$ cat src/include/vu_defines.svh
// --------------------------------------
// size parameters of the vector unit
// included by the package and by any RTL
// file that sizes arrays or lanes
// --------------------------------------

`ifndef VU_DEFINES_SVH
`define VU_DEFINES_SVH

// reservation station depth, power of two
`define VU_NUM_ENTRIES 4

// vector register file size
`define VU_NUM_REGS 8

// lanes per vector and bits per lane
`define VU_NUM_LANES 4
`define VU_LANE_WIDTH 16

`endif

$ cat src/verilog/vu_pkg.sv
// --------------------------------------
// shared types of the vector unit
// imported by every RTL module and the
// testbench with a wildcard import
// --------------------------------------

`include "vu_defines.svh"

package vu_pkg;

  // vector register index
  typedef logic [$clog2(`VU_NUM_REGS)-1:0] vreg_idx_t;

  // one lane and one full vector
  typedef logic [`VU_LANE_WIDTH-1:0] lane_t;
  typedef logic [`VU_NUM_LANES*`VU_LANE_WIDTH-1:0] vword_t;

  // reference to a reservation station entry
  typedef logic [$clog2(`VU_NUM_ENTRIES)-1:0] rs_ref_t;

  // multiply-add unit operations
  // mul keeps the low half of each lane product
  typedef enum logic [1:0] {
    VU_OP_ADD = 2'd0,
    VU_OP_SUB = 2'd1,
    VU_OP_MUL = 2'd2
  } vu_op_t;

endpackage

$ cat src/verilog/vu_madd_datapath.sv
// --------------------------------------
// lane-wise add/sub/mul datapath, operand
// registers fed from the register file and
// a two-stage pipeline frozen by stall
// --------------------------------------

`timescale 1ns/1ps
`include "vu_defines.svh"

module vu_madd_datapath import vu_pkg::*; (
  input  logic   clk,
  input  logic   reset,
  input  vword_t vrf_rdata_i,
  input  logic   reg_in_a_i,
  input  logic   reg_in_b_i,
  input  logic   ctl_valid_i,
  input  vu_op_t ctl_op_i,
  input  logic   stall_i,
  output logic   result_avail_o,
  output vword_t result_o
);

  vword_t op_a;
  vword_t op_b;
  vword_t s1_res;
  logic   s1_valid;

  // per-lane op, results wrap at lane width
  function automatic vword_t lane_op(vu_op_t op, vword_t a, vword_t b);
    lane_t  la;
    lane_t  lb;
    lane_t  lr;
    vword_t res;

    res = '0;
    for (int l = 0; l < `VU_NUM_LANES; l++) begin
      la = a[l*`VU_LANE_WIDTH +: `VU_LANE_WIDTH];
      lb = b[l*`VU_LANE_WIDTH +: `VU_LANE_WIDTH];
      case (op)
        VU_OP_ADD: lr = la + lb;
        VU_OP_SUB: lr = la - lb;
        // low half of the product only
        default:   lr = la * lb;
      endcase
      res[l*`VU_LANE_WIDTH +: `VU_LANE_WIDTH] = lr;
    end
    return res;
  endfunction

  // --------------------------------------
  // operand registers
  // --------------------------------------

  // consumed operands clear, so an unfetched one is zero
  always_ff @(posedge clk or posedge reset) begin
    if (reset) begin
      op_a <= '0;
      op_b <= '0;
    end else begin
      if (reg_in_a_i)
        op_a <= vrf_rdata_i;
      else if (ctl_valid_i && !stall_i)
        op_a <= '0;

      if (reg_in_b_i)
        op_b <= vrf_rdata_i;
      else if (ctl_valid_i && !stall_i)
        op_b <= '0;
    end
  end

  // --------------------------------------
  // pipeline stages
  // --------------------------------------

  always_ff @(posedge clk or posedge reset) begin
    if (reset) begin
      s1_valid       <= 1'b0;
      result_avail_o <= 1'b0;
    end else if (!stall_i) begin
      s1_valid       <= ctl_valid_i;
      result_avail_o <= s1_valid;
    end
  end

  // stage one computes, stage two holds the result
  always_ff @(posedge clk) begin
    if (!stall_i) begin
      s1_res   <= lane_op(ctl_op_i, op_a, op_b);
      result_o <= s1_res;
    end
  end

endmodule

$ cat src/verilog/vu_register_file.sv
// --------------------------------------
// vector register file with one station
// port, an external load/read port that
// wins arbitration, and the wb broadcast
// --------------------------------------

`timescale 1ns/1ps
`include "vu_defines.svh"

module vu_register_file import vu_pkg::*; (
  input  logic      clk,
  input  logic      reset,
  // station port
  input  logic      vrf_req_i,
  input  logic      vrf_we_i,
  input  vreg_idx_t vrf_addr_i,
  input  vword_t    vrf_wdata_i,
  input  rs_ref_t   vrf_ref_i,
  output logic      vrf_ack_o,
  output vword_t    vrf_rdata_o,
  // external port
  input  logic      ext_en_i,
  input  logic      ext_we_i,
  input  vreg_idx_t ext_addr_i,
  input  vword_t    ext_wdata_i,
  output vword_t    ext_rdata_o,
  // write-back broadcast
  output logic      wb_en_o,
  output vreg_idx_t wb_addr_o,
  output rs_ref_t   wb_ref_o,
  output vword_t    wb_data_o
);

  vword_t regs [`VU_NUM_REGS];
  logic   vrf_wr;

  // external access holds off the station
  assign vrf_ack_o = vrf_req_i && !ext_en_i;
  assign vrf_wr    = vrf_ack_o && vrf_we_i;

  // only one writer per cycle by arbitration
  always_ff @(posedge clk) begin
    if (ext_en_i && ext_we_i)
      regs[ext_addr_i] <= ext_wdata_i;
    else if (vrf_wr)
      regs[vrf_addr_i] <= vrf_wdata_i;
  end

  // read data one cycle after the access
  always_ff @(posedge clk or posedge reset) begin
    if (reset) begin
      vrf_rdata_o <= '0;
      ext_rdata_o <= '0;
    end else begin
      if (ext_en_i && !ext_we_i)
        ext_rdata_o <= regs[ext_addr_i];
      if (vrf_ack_o && !vrf_we_i)
        vrf_rdata_o <= regs[vrf_addr_i];
    end
  end

  // broadcast in the write cycle, station writes only
  assign wb_en_o   = vrf_wr;
  assign wb_addr_o = vrf_addr_i;
  assign wb_ref_o  = vrf_ref_i;
  assign wb_data_o = vrf_wdata_i;

endmodule

$ cat src/verilog/vu_reservation_station.sv
// --------------------------------------
// in-order reservation station for the
// multiply-add datapath: entry ring, wb
// listener, operand fetch and in-order
// retire over one shared register port
// --------------------------------------

`timescale 1ns/1ps
`include "vu_defines.svh"

module vu_reservation_station import vu_pkg::*; (
  input  logic      clk,
  input  logic      reset,
  // issue side
  input  logic      insert_i,
  input  vu_op_t    op_i,
  input  vreg_idx_t src_a_i,
  input  vreg_idx_t src_b_i,
  input  vreg_idx_t dest_i,
  input  logic      write_dest_i,
  input  logic      req_a_i,
  input  logic      req_b_i,
  input  logic      valid_a_i,
  input  logic      valid_b_i,
  input  rs_ref_t   ref_a_i,
  input  rs_ref_t   ref_b_i,
  output logic      full_o,
  output logic      empty_o,
  output rs_ref_t   insert_ref_o,
  // shared register file port
  output logic      vrf_req_o,
  output logic      vrf_we_o,
  output vreg_idx_t vrf_addr_o,
  output vword_t    vrf_wdata_o,
  output rs_ref_t   vrf_ref_o,
  input  logic      vrf_ack_i,
  // write-back broadcast
  input  logic      wb_en_i,
  input  rs_ref_t   wb_ref_i,
  // datapath control
  output logic      reg_in_a_o,
  output logic      reg_in_b_o,
  output logic      ctl_valid_o,
  output vu_op_t    ctl_op_o,
  output logic      stall_o,
  input  logic      result_avail_i,
  input  vword_t    result_i
);

  // --------------------------------------
  // local types
  // --------------------------------------

  // entry index plus wrap bit on top
  localparam int PTR_W = $bits(rs_ref_t) + 1;
  typedef logic [PTR_W-1:0] rs_ptr_t;

  typedef enum logic [1:0] {
    EX_IDLE,
    EX_REQ_A,
    EX_REQ_B,
    EX_ISSUE
  } ex_state_t;

  typedef enum logic {
    RET_IDLE,
    RET_REQ
  } ret_state_t;

  // --------------------------------------
  // entry storage and pointers
  // --------------------------------------

  vu_op_t    ent_op    [`VU_NUM_ENTRIES];
  vreg_idx_t ent_src_a [`VU_NUM_ENTRIES];
  vreg_idx_t ent_src_b [`VU_NUM_ENTRIES];
  vreg_idx_t ent_dest  [`VU_NUM_ENTRIES];
  logic      ent_wd    [`VU_NUM_ENTRIES];
  logic      ent_req_a [`VU_NUM_ENTRIES];
  logic      ent_req_b [`VU_NUM_ENTRIES];
  // operand ready: valid, or not required at all
  logic      ent_val_a [`VU_NUM_ENTRIES];
  logic      ent_val_b [`VU_NUM_ENTRIES];
  rs_ref_t   ent_ref_a [`VU_NUM_ENTRIES];
  rs_ref_t   ent_ref_b [`VU_NUM_ENTRIES];

  rs_ptr_t ins_ptr;
  rs_ptr_t ex_ptr;
  rs_ptr_t ret_ptr;
  rs_ref_t ins_idx;
  rs_ref_t ex_idx;
  rs_ref_t ret_idx;

  logic accept;
  logic ex_pending;
  logic hit_a;
  logic hit_b;

  ex_state_t  ex_state;
  ex_state_t  ex_state_d;
  ret_state_t ret_state;

  // execute side
  logic      ex_req;
  logic      ex_ack;
  logic      ex_issue;
  vreg_idx_t ex_addr;
  logic      next_reg_in_a;
  logic      next_reg_in_b;

  // retire side
  logic ret_req;
  logic ret_ack;
  logic ret_done;

  assign ins_idx = ins_ptr[PTR_W-2:0];
  assign ex_idx  = ex_ptr[PTR_W-2:0];
  assign ret_idx = ret_ptr[PTR_W-2:0];

  assign insert_ref_o = ins_idx;

  // full when insert has lapped retire once
  assign full_o     = (ins_idx == ret_idx) && (ins_ptr[PTR_W-1] != ret_ptr[PTR_W-1]);
  assign empty_o    = (ins_ptr == ret_ptr);
  assign ex_pending = (ins_ptr != ex_ptr);
  assign accept     = insert_i && !full_o;

  // producer broadcasting in the insert cycle itself
  assign hit_a = wb_en_i && (wb_ref_i == ref_a_i);
  assign hit_b = wb_en_i && (wb_ref_i == ref_b_i);

  always_ff @(posedge clk or posedge reset) begin
    if (reset) begin
      ins_ptr <= '0;
      ex_ptr  <= '0;
      ret_ptr <= '0;
    end else begin
      if (accept)
        ins_ptr <= ins_ptr + 1'b1;
      if (ex_issue)
        ex_ptr <= ex_ptr + 1'b1;
      if (ret_done)
        ret_ptr <= ret_ptr + 1'b1;
    end
  end

  // --------------------------------------
  // insert and wb listener
  // --------------------------------------

  always_ff @(posedge clk) begin
    // per-entry listeners, stale refs only re-set a set flag
    for (int i = 0; i < `VU_NUM_ENTRIES; i++) begin
      if (wb_en_i && (wb_ref_i == ent_ref_a[i]))
        ent_val_a[i] <= 1'b1;
      if (wb_en_i && (wb_ref_i == ent_ref_b[i]))
        ent_val_b[i] <= 1'b1;
    end

    // new entry overrides the listener on its own slot
    if (accept) begin
      ent_op[ins_idx]    <= op_i;
      ent_src_a[ins_idx] <= src_a_i;
      ent_src_b[ins_idx] <= src_b_i;
      ent_dest[ins_idx]  <= dest_i;
      ent_wd[ins_idx]    <= write_dest_i;
      ent_req_a[ins_idx] <= req_a_i;
      ent_req_b[ins_idx] <= req_b_i;
      ent_val_a[ins_idx] <= valid_a_i || !req_a_i || hit_a;
      ent_val_b[ins_idx] <= valid_b_i || !req_b_i || hit_b;
      ent_ref_a[ins_idx] <= ref_a_i;
      ent_ref_b[ins_idx] <= ref_b_i;
    end
  end

  // --------------------------------------
  // execute state machine
  // --------------------------------------

  // port is requested in both fetch states
  assign ex_req = (ex_state == EX_REQ_A) || (ex_state == EX_REQ_B);
  assign ex_ack = vrf_ack_i && !ret_req;

  always_comb begin
    ex_state_d    = ex_state;
    ex_addr       = ent_src_a[ex_idx];
    ex_issue      = 1'b0;
    next_reg_in_a = 1'b0;
    next_reg_in_b = 1'b0;

    case (ex_state)
      EX_IDLE: begin
        // oldest unissued entry with both operands ready
        if (ex_pending && !stall_o && ent_val_a[ex_idx] && ent_val_b[ex_idx]) begin
          if (ent_req_a[ex_idx])
            ex_state_d = EX_REQ_A;
          else if (ent_req_b[ex_idx])
            ex_state_d = EX_REQ_B;
          else
            ex_state_d = EX_ISSUE;
        end
      end

      EX_REQ_A: begin
        next_reg_in_a = ex_ack;
        if (ex_ack)
          ex_state_d = ent_req_b[ex_idx] ? EX_REQ_B : EX_ISSUE;
      end

      EX_REQ_B: begin
        ex_addr       = ent_src_b[ex_idx];
        next_reg_in_b = ex_ack;
        if (ex_ack)
          ex_state_d = EX_ISSUE;
      end

      EX_ISSUE: begin
        // pending retire blocks issue
        if (!stall_o) begin
          ex_issue   = 1'b1;
          ex_state_d = EX_IDLE;
        end
      end

      default: begin
        ex_state_d = EX_IDLE;
      end
    endcase
  end

  always_ff @(posedge clk or posedge reset) begin
    if (reset) begin
      ex_state    <= EX_IDLE;
      reg_in_a_o  <= 1'b0;
      reg_in_b_o  <= 1'b0;
      ctl_valid_o <= 1'b0;
    end else begin
      ex_state <= ex_state_d;
      // enables line up with read data one cycle after ack
      reg_in_a_o <= next_reg_in_a;
      reg_in_b_o <= next_reg_in_b;
      if (!stall_o)
        ctl_valid_o <= ex_issue;
    end
  end

  always_ff @(posedge clk) begin
    if (ex_issue)
      ctl_op_o <= ent_op[ex_idx];
  end

  // --------------------------------------
  // retire state machine
  // --------------------------------------

  // result at the head wants the port until acked
  assign ret_req = (ret_state == RET_REQ) || (result_avail_i && ent_wd[ret_idx]);
  assign ret_ack = vrf_ack_i && ret_req;

  // datapath frozen while the write-back waits
  assign stall_o = ret_req && !ret_ack;

  // no-destination results retire on result_avail
  assign ret_done = ret_ack
                 || ((ret_state == RET_IDLE) && result_avail_i && !ent_wd[ret_idx]);

  always_ff @(posedge clk or posedge reset) begin
    if (reset) begin
      ret_state <= RET_IDLE;
    end else begin
      case (ret_state)
        RET_IDLE: begin
          if (ret_req && !ret_ack)
            ret_state <= RET_REQ;
        end
        RET_REQ: begin
          if (ret_ack)
            ret_state <= RET_IDLE;
        end
        default: begin
          ret_state <= RET_IDLE;
        end
      endcase
    end
  end

  // --------------------------------------
  // port mux, retire first
  // --------------------------------------

  always_comb begin
    vrf_req_o   = ret_req || ex_req;
    vrf_we_o    = ret_req;
    vrf_addr_o  = ret_req ? ent_dest[ret_idx] : ex_addr;
    // write data held by the stall
    vrf_wdata_o = result_i;
    vrf_ref_o   = ret_idx;
  end

endmodule

$ cat src/verilog/vu_top.sv
// --------------------------------------
// vector unit top: reservation station,
// register file and madd datapath wired
// together; the testbench drives issue
// --------------------------------------

`timescale 1ns/1ps

module vu_top import vu_pkg::*; (
  input  logic      clk,
  input  logic      reset,
  // issue side
  input  logic      insert_i,
  input  vu_op_t    op_i,
  input  vreg_idx_t src_a_i,
  input  vreg_idx_t src_b_i,
  input  vreg_idx_t dest_i,
  input  logic      write_dest_i,
  input  logic      req_a_i,
  input  logic      req_b_i,
  input  logic      valid_a_i,
  input  logic      valid_b_i,
  input  rs_ref_t   ref_a_i,
  input  rs_ref_t   ref_b_i,
  output logic      full_o,
  output logic      empty_o,
  output rs_ref_t   insert_ref_o,
  // external register port
  input  logic      ext_en_i,
  input  logic      ext_we_i,
  input  vreg_idx_t ext_addr_i,
  input  vword_t    ext_wdata_i,
  output vword_t    ext_rdata_o,
  // write-back broadcast
  output logic      wb_en_o,
  output vreg_idx_t wb_addr_o,
  output vword_t    wb_data_o,
  output rs_ref_t   wb_ref_o
);

  // station to register file
  logic      vrf_req;
  logic      vrf_we;
  vreg_idx_t vrf_addr;
  vword_t    vrf_wdata;
  rs_ref_t   vrf_ref;
  logic      vrf_ack;
  vword_t    vrf_rdata;

  // station to datapath
  logic   reg_in_a;
  logic   reg_in_b;
  logic   ctl_valid;
  vu_op_t ctl_op;
  logic   stall;
  logic   result_avail;
  vword_t result;

  vu_reservation_station rs_i (
    .clk            (clk),
    .reset          (reset),
    .insert_i       (insert_i),
    .op_i           (op_i),
    .src_a_i        (src_a_i),
    .src_b_i        (src_b_i),
    .dest_i         (dest_i),
    .write_dest_i   (write_dest_i),
    .req_a_i        (req_a_i),
    .req_b_i        (req_b_i),
    .valid_a_i      (valid_a_i),
    .valid_b_i      (valid_b_i),
    .ref_a_i        (ref_a_i),
    .ref_b_i        (ref_b_i),
    .full_o         (full_o),
    .empty_o        (empty_o),
    .insert_ref_o   (insert_ref_o),
    .vrf_req_o      (vrf_req),
    .vrf_we_o       (vrf_we),
    .vrf_addr_o     (vrf_addr),
    .vrf_wdata_o    (vrf_wdata),
    .vrf_ref_o      (vrf_ref),
    .vrf_ack_i      (vrf_ack),
    .wb_en_i        (wb_en_o),
    .wb_ref_i       (wb_ref_o),
    .reg_in_a_o     (reg_in_a),
    .reg_in_b_o     (reg_in_b),
    .ctl_valid_o    (ctl_valid),
    .ctl_op_o       (ctl_op),
    .stall_o        (stall),
    .result_avail_i (result_avail),
    .result_i       (result)
  );

  vu_register_file vrf_i (
    .clk         (clk),
    .reset       (reset),
    .vrf_req_i   (vrf_req),
    .vrf_we_i    (vrf_we),
    .vrf_addr_i  (vrf_addr),
    .vrf_wdata_i (vrf_wdata),
    .vrf_ref_i   (vrf_ref),
    .vrf_ack_o   (vrf_ack),
    .vrf_rdata_o (vrf_rdata),
    .ext_en_i    (ext_en_i),
    .ext_we_i    (ext_we_i),
    .ext_addr_i  (ext_addr_i),
    .ext_wdata_i (ext_wdata_i),
    .ext_rdata_o (ext_rdata_o),
    .wb_en_o     (wb_en_o),
    .wb_addr_o   (wb_addr_o),
    .wb_ref_o    (wb_ref_o),
    .wb_data_o   (wb_data_o)
  );

  vu_madd_datapath dp_i (
    .clk            (clk),
    .reset          (reset),
    .vrf_rdata_i    (vrf_rdata),
    .reg_in_a_i     (reg_in_a),
    .reg_in_b_i     (reg_in_b),
    .ctl_valid_i    (ctl_valid),
    .ctl_op_i       (ctl_op),
    .stall_i        (stall),
    .result_avail_o (result_avail),
    .result_o       (result)
  );

endmodule
$ cat config.mk
export PLATFORM = sky130hd
export DESIGN_NAME = vu_top
export DESIGN_NICKNAME = d
export VERILOG_FILES = /design/src/verilog/vu_pkg.sv /design/src/verilog/vu_madd_datapath.sv /design/src/verilog/vu_register_file.sv /design/src/verilog/vu_reservation_station.sv /design/src/verilog/vu_top.sv
export VERILOG_INCLUDE_DIRS = /design/src /design/src/include
export SDC_FILE = /design/constraint.sdc
export NUM_CORES = 2
export LEC_CHECK = 0
export ABC_CLOCK_PERIOD_IN_PS = 12120
export BUFFER_PORTS_ARGS = -buffer_cell sky130_fd_sc_hd__buf_2
export CORE_ASPECT_RATIO = 0.7
export CORE_UTILIZATION = 25
export DETAILED_ROUTE_END_ITERATION = 12
export PLACE_DENSITY_LB_ADDON = 0.15
export REMOVE_ABC_BUFFERS = 1
export SYNTH_ARGS = -nofsm -noshare
export SYNTH_HDL_FRONTEND = slang
export SYNTH_SLANG_ARGS = --single-unit
$ cat constraint.sdc
create_clock -name clk -period 12.12 [get_ports clk]
set_input_delay 3.03 -clock clk [delete_from_list [all_inputs] [get_ports clk]]
set_output_delay 3.03 -clock clk [all_outputs]
set_load 0.02 [all_outputs]
* Word-level counts from Yosys, hierarchy flattened *
Memories as Yosys holds them, arrays and structs flattened. A register that Yosys moved wholly into a read port is not among the register bits.
Index checks and enable logic that the tools add are counted.

storage, ports and cells
  register bits = 273
  memory bits (writable) = 592
  input bits = 92
  word-level logic and storage cells = 161
  memories = 12

memories
  name            words  bits a word  rd ports  clocked after Yosys merged registers in  write ports  RTL line                      text
  vrf_i.regs      8      64           2         2                                        1            vu_register_file.sv:34        vword_t regs [`VU_NUM_REGS];
  rs_i.ent_dest   4      3            1         0                                        1            vu_reservation_station.sv:77  vreg_idx_t ent_dest [`VU_NUM_ENTRIES];
  rs_i.ent_src_a  4      3            1         0                                        1            vu_reservation_station.sv:75  vreg_idx_t ent_src_a [`VU_NUM_ENTRIES];
  rs_i.ent_src_b  4      3            1         0                                        1            vu_reservation_station.sv:76  vreg_idx_t ent_src_b [`VU_NUM_ENTRIES];
  rs_i.ent_op     4      2            1         1                                        1            vu_reservation_station.sv:74  vu_op_t ent_op [`VU_NUM_ENTRIES];
  rs_i.ent_ref_a  4      2            4         0                                        1            vu_reservation_station.sv:84  rs_ref_t ent_ref_a [`VU_NUM_ENTRIES];
  +6 memories     -      -            -         -                                        -            -

operators by class
  add/sub/neg operators = 11
  multiply operators = 4
  eq/ne operators = 22
  muxes and demuxes = 49
  bitwise gates (word level) = 1
  reductions and logical operators = 48

operators by type and width
  cell                                                                     number
  64-bit 2-to-1 mux                                                        4
  16-bit one-hot mux with 2 select lines                                   4
  16-bit adder                                                             4
  16-bit by 16-bit multiplier with 16-bit output                           4
  64-bit OR reduction                                                      1
  16-bit subtractor                                                        4
  1-bit 2-to-1 mux                                                         31
  1-bit logical AND                                                        25
  2-bit equality test                                                      11
  2-bit 2-to-1 mux                                                         5
  3-bit by 1-bit adder with 3-bit output, second input constant            3
  1-bit logical NOT                                                        9
  3-bit 2-to-1 mux                                                         3
  1-bit logical OR                                                         8
  2-bit one-hot mux with 4 select lines                                    1
  2-bit by 1-bit inequality test with 1-bit output, second input constant  3
  2-bit by 1-bit equality test with 1-bit output, second input constant    2
  2-bit equality test, second input constant                               2
  2-bit logical NOT                                                        2
  4-bit AND reduction                                                      1
  2-bit nonzero test                                                       2
  3-bit equality test                                                      1
  3-bit inequality test                                                    1
  2-bit inequality test, second input constant                             1
  3 further kinds                                                          3

* Depth between registers and ports, before layout *
An unclocked memory read counts as a cell.

  word-level depth = 14
  depth in mapped cells = 22
  gate-level depth less buffers = 20

* By module *
Synthesis repeated with hierarchy kept, for this count alone.

unflattened totals
  cell total of the unflattened synthesis = 5306
  area total of the unflattened synthesis = 63729.9 um2

modules (own cells, without submodules)
  module                  instances  cells an instance  area each (um2)  sequential area each (um2)
  vu_register_file        1          1977               30322.8          18577.8
  vu_madd_datapath        1          2998               28737.6          7096.8
  vu_reservation_station  1          331                4669.5           2757.6

* Worst setup path after synthesis *
Ideal clock, no wire load.

  kind = input to register
  start = input ext_addr_i[0]
  end = memory vrf_i.regs[1][0] (netlist bit) (enable)
  arrival time = 6957 ps
  required time = 11634 ps
  path slack = 4677 ps
  stages = 7
  path buffers = 3
  cell sequence = clkbuf_1 > clkbuf_1 > buf_1 > nand3_1 > o21ai_0 > nand2_1 > nor2_1

between the ends
  word-level cells in the longest chain between the ends = 1

RTL lines
  item                        RTL line                text
  start: declaration          vu_top.sv:31            input vreg_idx_t ext_addr_i,
  3-bit 2-to-1 mux (no line)  -
  end: declaration            vu_register_file.sv:34

No other way between the ends.

* Final worst setup path *
  start = input ext_en_i
  end = output wb_en_o

between the ends
  word-level cells in the longest chain between the ends = 3

RTL lines
  item                RTL line                text
  start: declaration  vu_top.sv:29            input logic ext_en_i,
  1-bit logical NOT   vu_register_file.sv:38  assign vrf_ack_o = vrf_req_i && !ext_en_i;
  1-bit logical AND   vu_register_file.sv:38
  1-bit logical AND   vu_register_file.sv:39  assign vrf_wr = vrf_ack_o && vrf_we_i;
  end: declaration    vu_top.sv:35            output logic wb_en_o,

No other way between the ends.

==> results.cfg <==
[final_layout]
stdcell_count = 8559
layout_commonest_cell = edfxtp_1
nNetsFinal = 5839
final_layout_size_suffix_gt1_share_pct = 13.9
utilization_pct = 28.7
syn_to_final_growth_pct = 13.4
layout_common_cells = edfxtp_1, mux2i_1, inv_1

[floorplan]
core-area_sq_um = 246000
initial_core_util_pct = 25.3
die_w_um = 598
ios = 230
die_area_sq_um = 251000
fp-row-count = 152
fp.dieH_um = 419

[sta]
drv_slew = 0
min_period_over_period_pct = 59.4
worst_hold_slack_ns = 0.391
rsz0062_at_grt = false
finalClockSkew_ns = 0.0472
maxClockFrequency_ghz = 0.139
hold_viol = 0
setup_viol = 0
worst_pin_slew_ns = 1.20
min_period_ns = 7.20
slew_headroom_pct = 18.8

[clock_network]
cts.repair.resized = 0
clkTransAtPathRegs_ns = 0.06
clockBufferDepth = 3
root_buffer = clkbuf_16
cts-htree-levels = 3
cts_buffers = 110
cts_num_sinks = 995
holdBufCountCts = 0
tritoncts = yes
insertion_delay_ns = 0.73
postCtsSetupRepairBufs = 0

[critical_path]
worstSetupPathType = in2out
r2r_start = dp_i.op_b[50]$_DFFE_PP0P_
cp-start-kind = input pin
r2r_end = dp_i.s1_res[63]$_DFFE_PN_
worst_ep_arrival_time_ns = 4.17
slowest_stage = buf_4
worst-path-buf-inv = 3
reg2reg_depth = 17
crit_path_max_fanout = 34
endpoint_kind = output pin
max_stage_delay_ns = 0.46
cp_common_cell = buf_2
crit_chain = buf_2 > nor2_4 > buf_4 > buf_2
critPathTopFamily = buffers and inverters
crit_required_ns = 9.09
rrSetupSlack_ns = 5.90

[pwr]
power.density_nw_per_um2 = 287
leakage_nw = 28.9
vdd.ir_drop.worst_v = 0.000227
total_power_w = 0.0202

[hold_path]
hold_path.class = reg2reg
hold_path_end = dp_i.result_o[50]$_DFFE_PN_
min_path_cells = 0
min-delay-start = dp_i.s1_res[50]$_DFFE_PN_

[global_route]
grt_max_degree = 97
first_global_vias = 39900
grt_use_total_pct = 15.4
grt_antenna_before_repair = 13
grt_pass1_wl_um = 283000
grt_overflow = 0

[synth]
netlist.area_leader.share_pct = 34.5
ys_seq_area_share_pct = 45.7
synthFlopType = edfxtp_1
synth_seq_cells = 995
synth-async-reset-ratio_pct = 27.4
synth_area_leaders = edfxtp_1, dfrtp_1, fa_1
synthCells = 5011
syn_area_sq_um = 62200
ys_types = 69
avgSynthCellArea_sq_um = 12.4
ys_warn_count = 0
synth-edff-count = 714
synth_top_area_cell = edfxtp_1

[flow_run]
cap_violations = 0

[drt]
post_drt_wl_per_cell_um = 22.7
drtIter0Drc = 2547
antenna_left = 0
routed_wl_um = 195000
vias = 38500
drc_errors = 0
via_per_inst = 4.50
drt-pass1-iter-count = 5

[place]
globalplace.congestion = 0.792
port_buffers = 229
place_inst = 8347
hpwl_um = 132000

[outcome]
outcome = finished, final reports clean
-- power breakdown --
group / switching [W] / total (W) / internal [W]
combinational: 0.00652 / 0.0108 / 0.00432
sequential: 0.00119 / 0.00590 / 0.00471
clock: 0.00147 / 0.00346 / 0.00199
total: 0.00918 / 0.0202 / 0.0110
-- per-stage QoR --
step | TNS, ns | setup WS, ns | instance area, sq um
3_3_place_gp | 0 | 4.85 | 66800
6_report | 0 | 4.92 | 70500
5_1_grt | 0 | 4.78 | 70500
3_5_place_dp | 0 | 4.84 | 66800
4_1_cts | 0 | 4.84 | 70500
2_1_floorplan | -1.89 | -1.89 | 60700
-- sequential cells by signal (all words and copies together) (netlist names), 64 cells and up, named ones only --
signal and cells:
dp_i.result_o 64, vrf_i.regs 512, dp_i.s1_res 64, vrf_i.vrf_rdata_o 64, dp_i.op_a 64, dp_i.op_b 64, vrf_i.ext_rdata_o 64
-- area by class of cell --
type	count	area, sq um
Fill cell	25400	176000
Multi-Input combinational cell	3238	30500
Sequential cell	995	28400
Tap cell	3311	4140
Clock buffer	159	3240
Inverter	492	1860
Timing Repair Buffer	311	1810
Clock inverter	49	485
Antenna cell	4	10.0
-- layer usage --
layer	share of wire, %	track usage [%]	vias up	wire length, um
met5	0.0046	0	-	9
met4	1.9	3.10	2	3790
met3	3.8	2.12	189	7450
met2	44	23.7	701	85500
met1	50	23.1	19900	97900
li1	-	-	17800	-
-- synthesized netlist by cell type, types with 14 or more instances --
cell type,number
buf_6,15
nor2_1,170
mux4_2,142
a22o_1,128
mux2i_1,526
a21o_1,14
clkbuf_1,199
xnor2_1,213
o31ai_1,20
ha_1,275
nand2_1,452
dfrtp_1,273
nor3_1,42
buf_2,14
inv_1,491
o21bai_1,14
o21a_1,24
edfxtp_1,714
a21oi_1,151
fa_1,324
xor2_1,75
buf_1,27
and2_1,272
buf_4,16
mux2_2,72
nand3_1,22
nor2b_1,17
o21ai_0,136
-- worst max path at each step --
stage	start	slack (ns)	cells after the start	end
global route	ext_en_i	4.78	4	wb_en_o
detailed placement	ext_en_i	4.84	4	wb_en_o
floorplan	rs_i.ret_ptr[0]$_DFFE_PP0P_	-1.89	3	wb_addr_o[0]
CTS	ext_en_i	4.84	4	wb_en_o
global placement	ext_en_i	4.85	4	wb_en_o
finish	ext_en_i	4.92	4	wb_en_o
-- logic make-up after synthesis --
group	share of synthesized area, %
simple gates	7.82
compound gates	6.15
buf+inv	5.35
flops	45.7
mux	14.9
fa+ha+maj	16.0
xor+xnor	4.06
(Power assumes the default switching activity.)
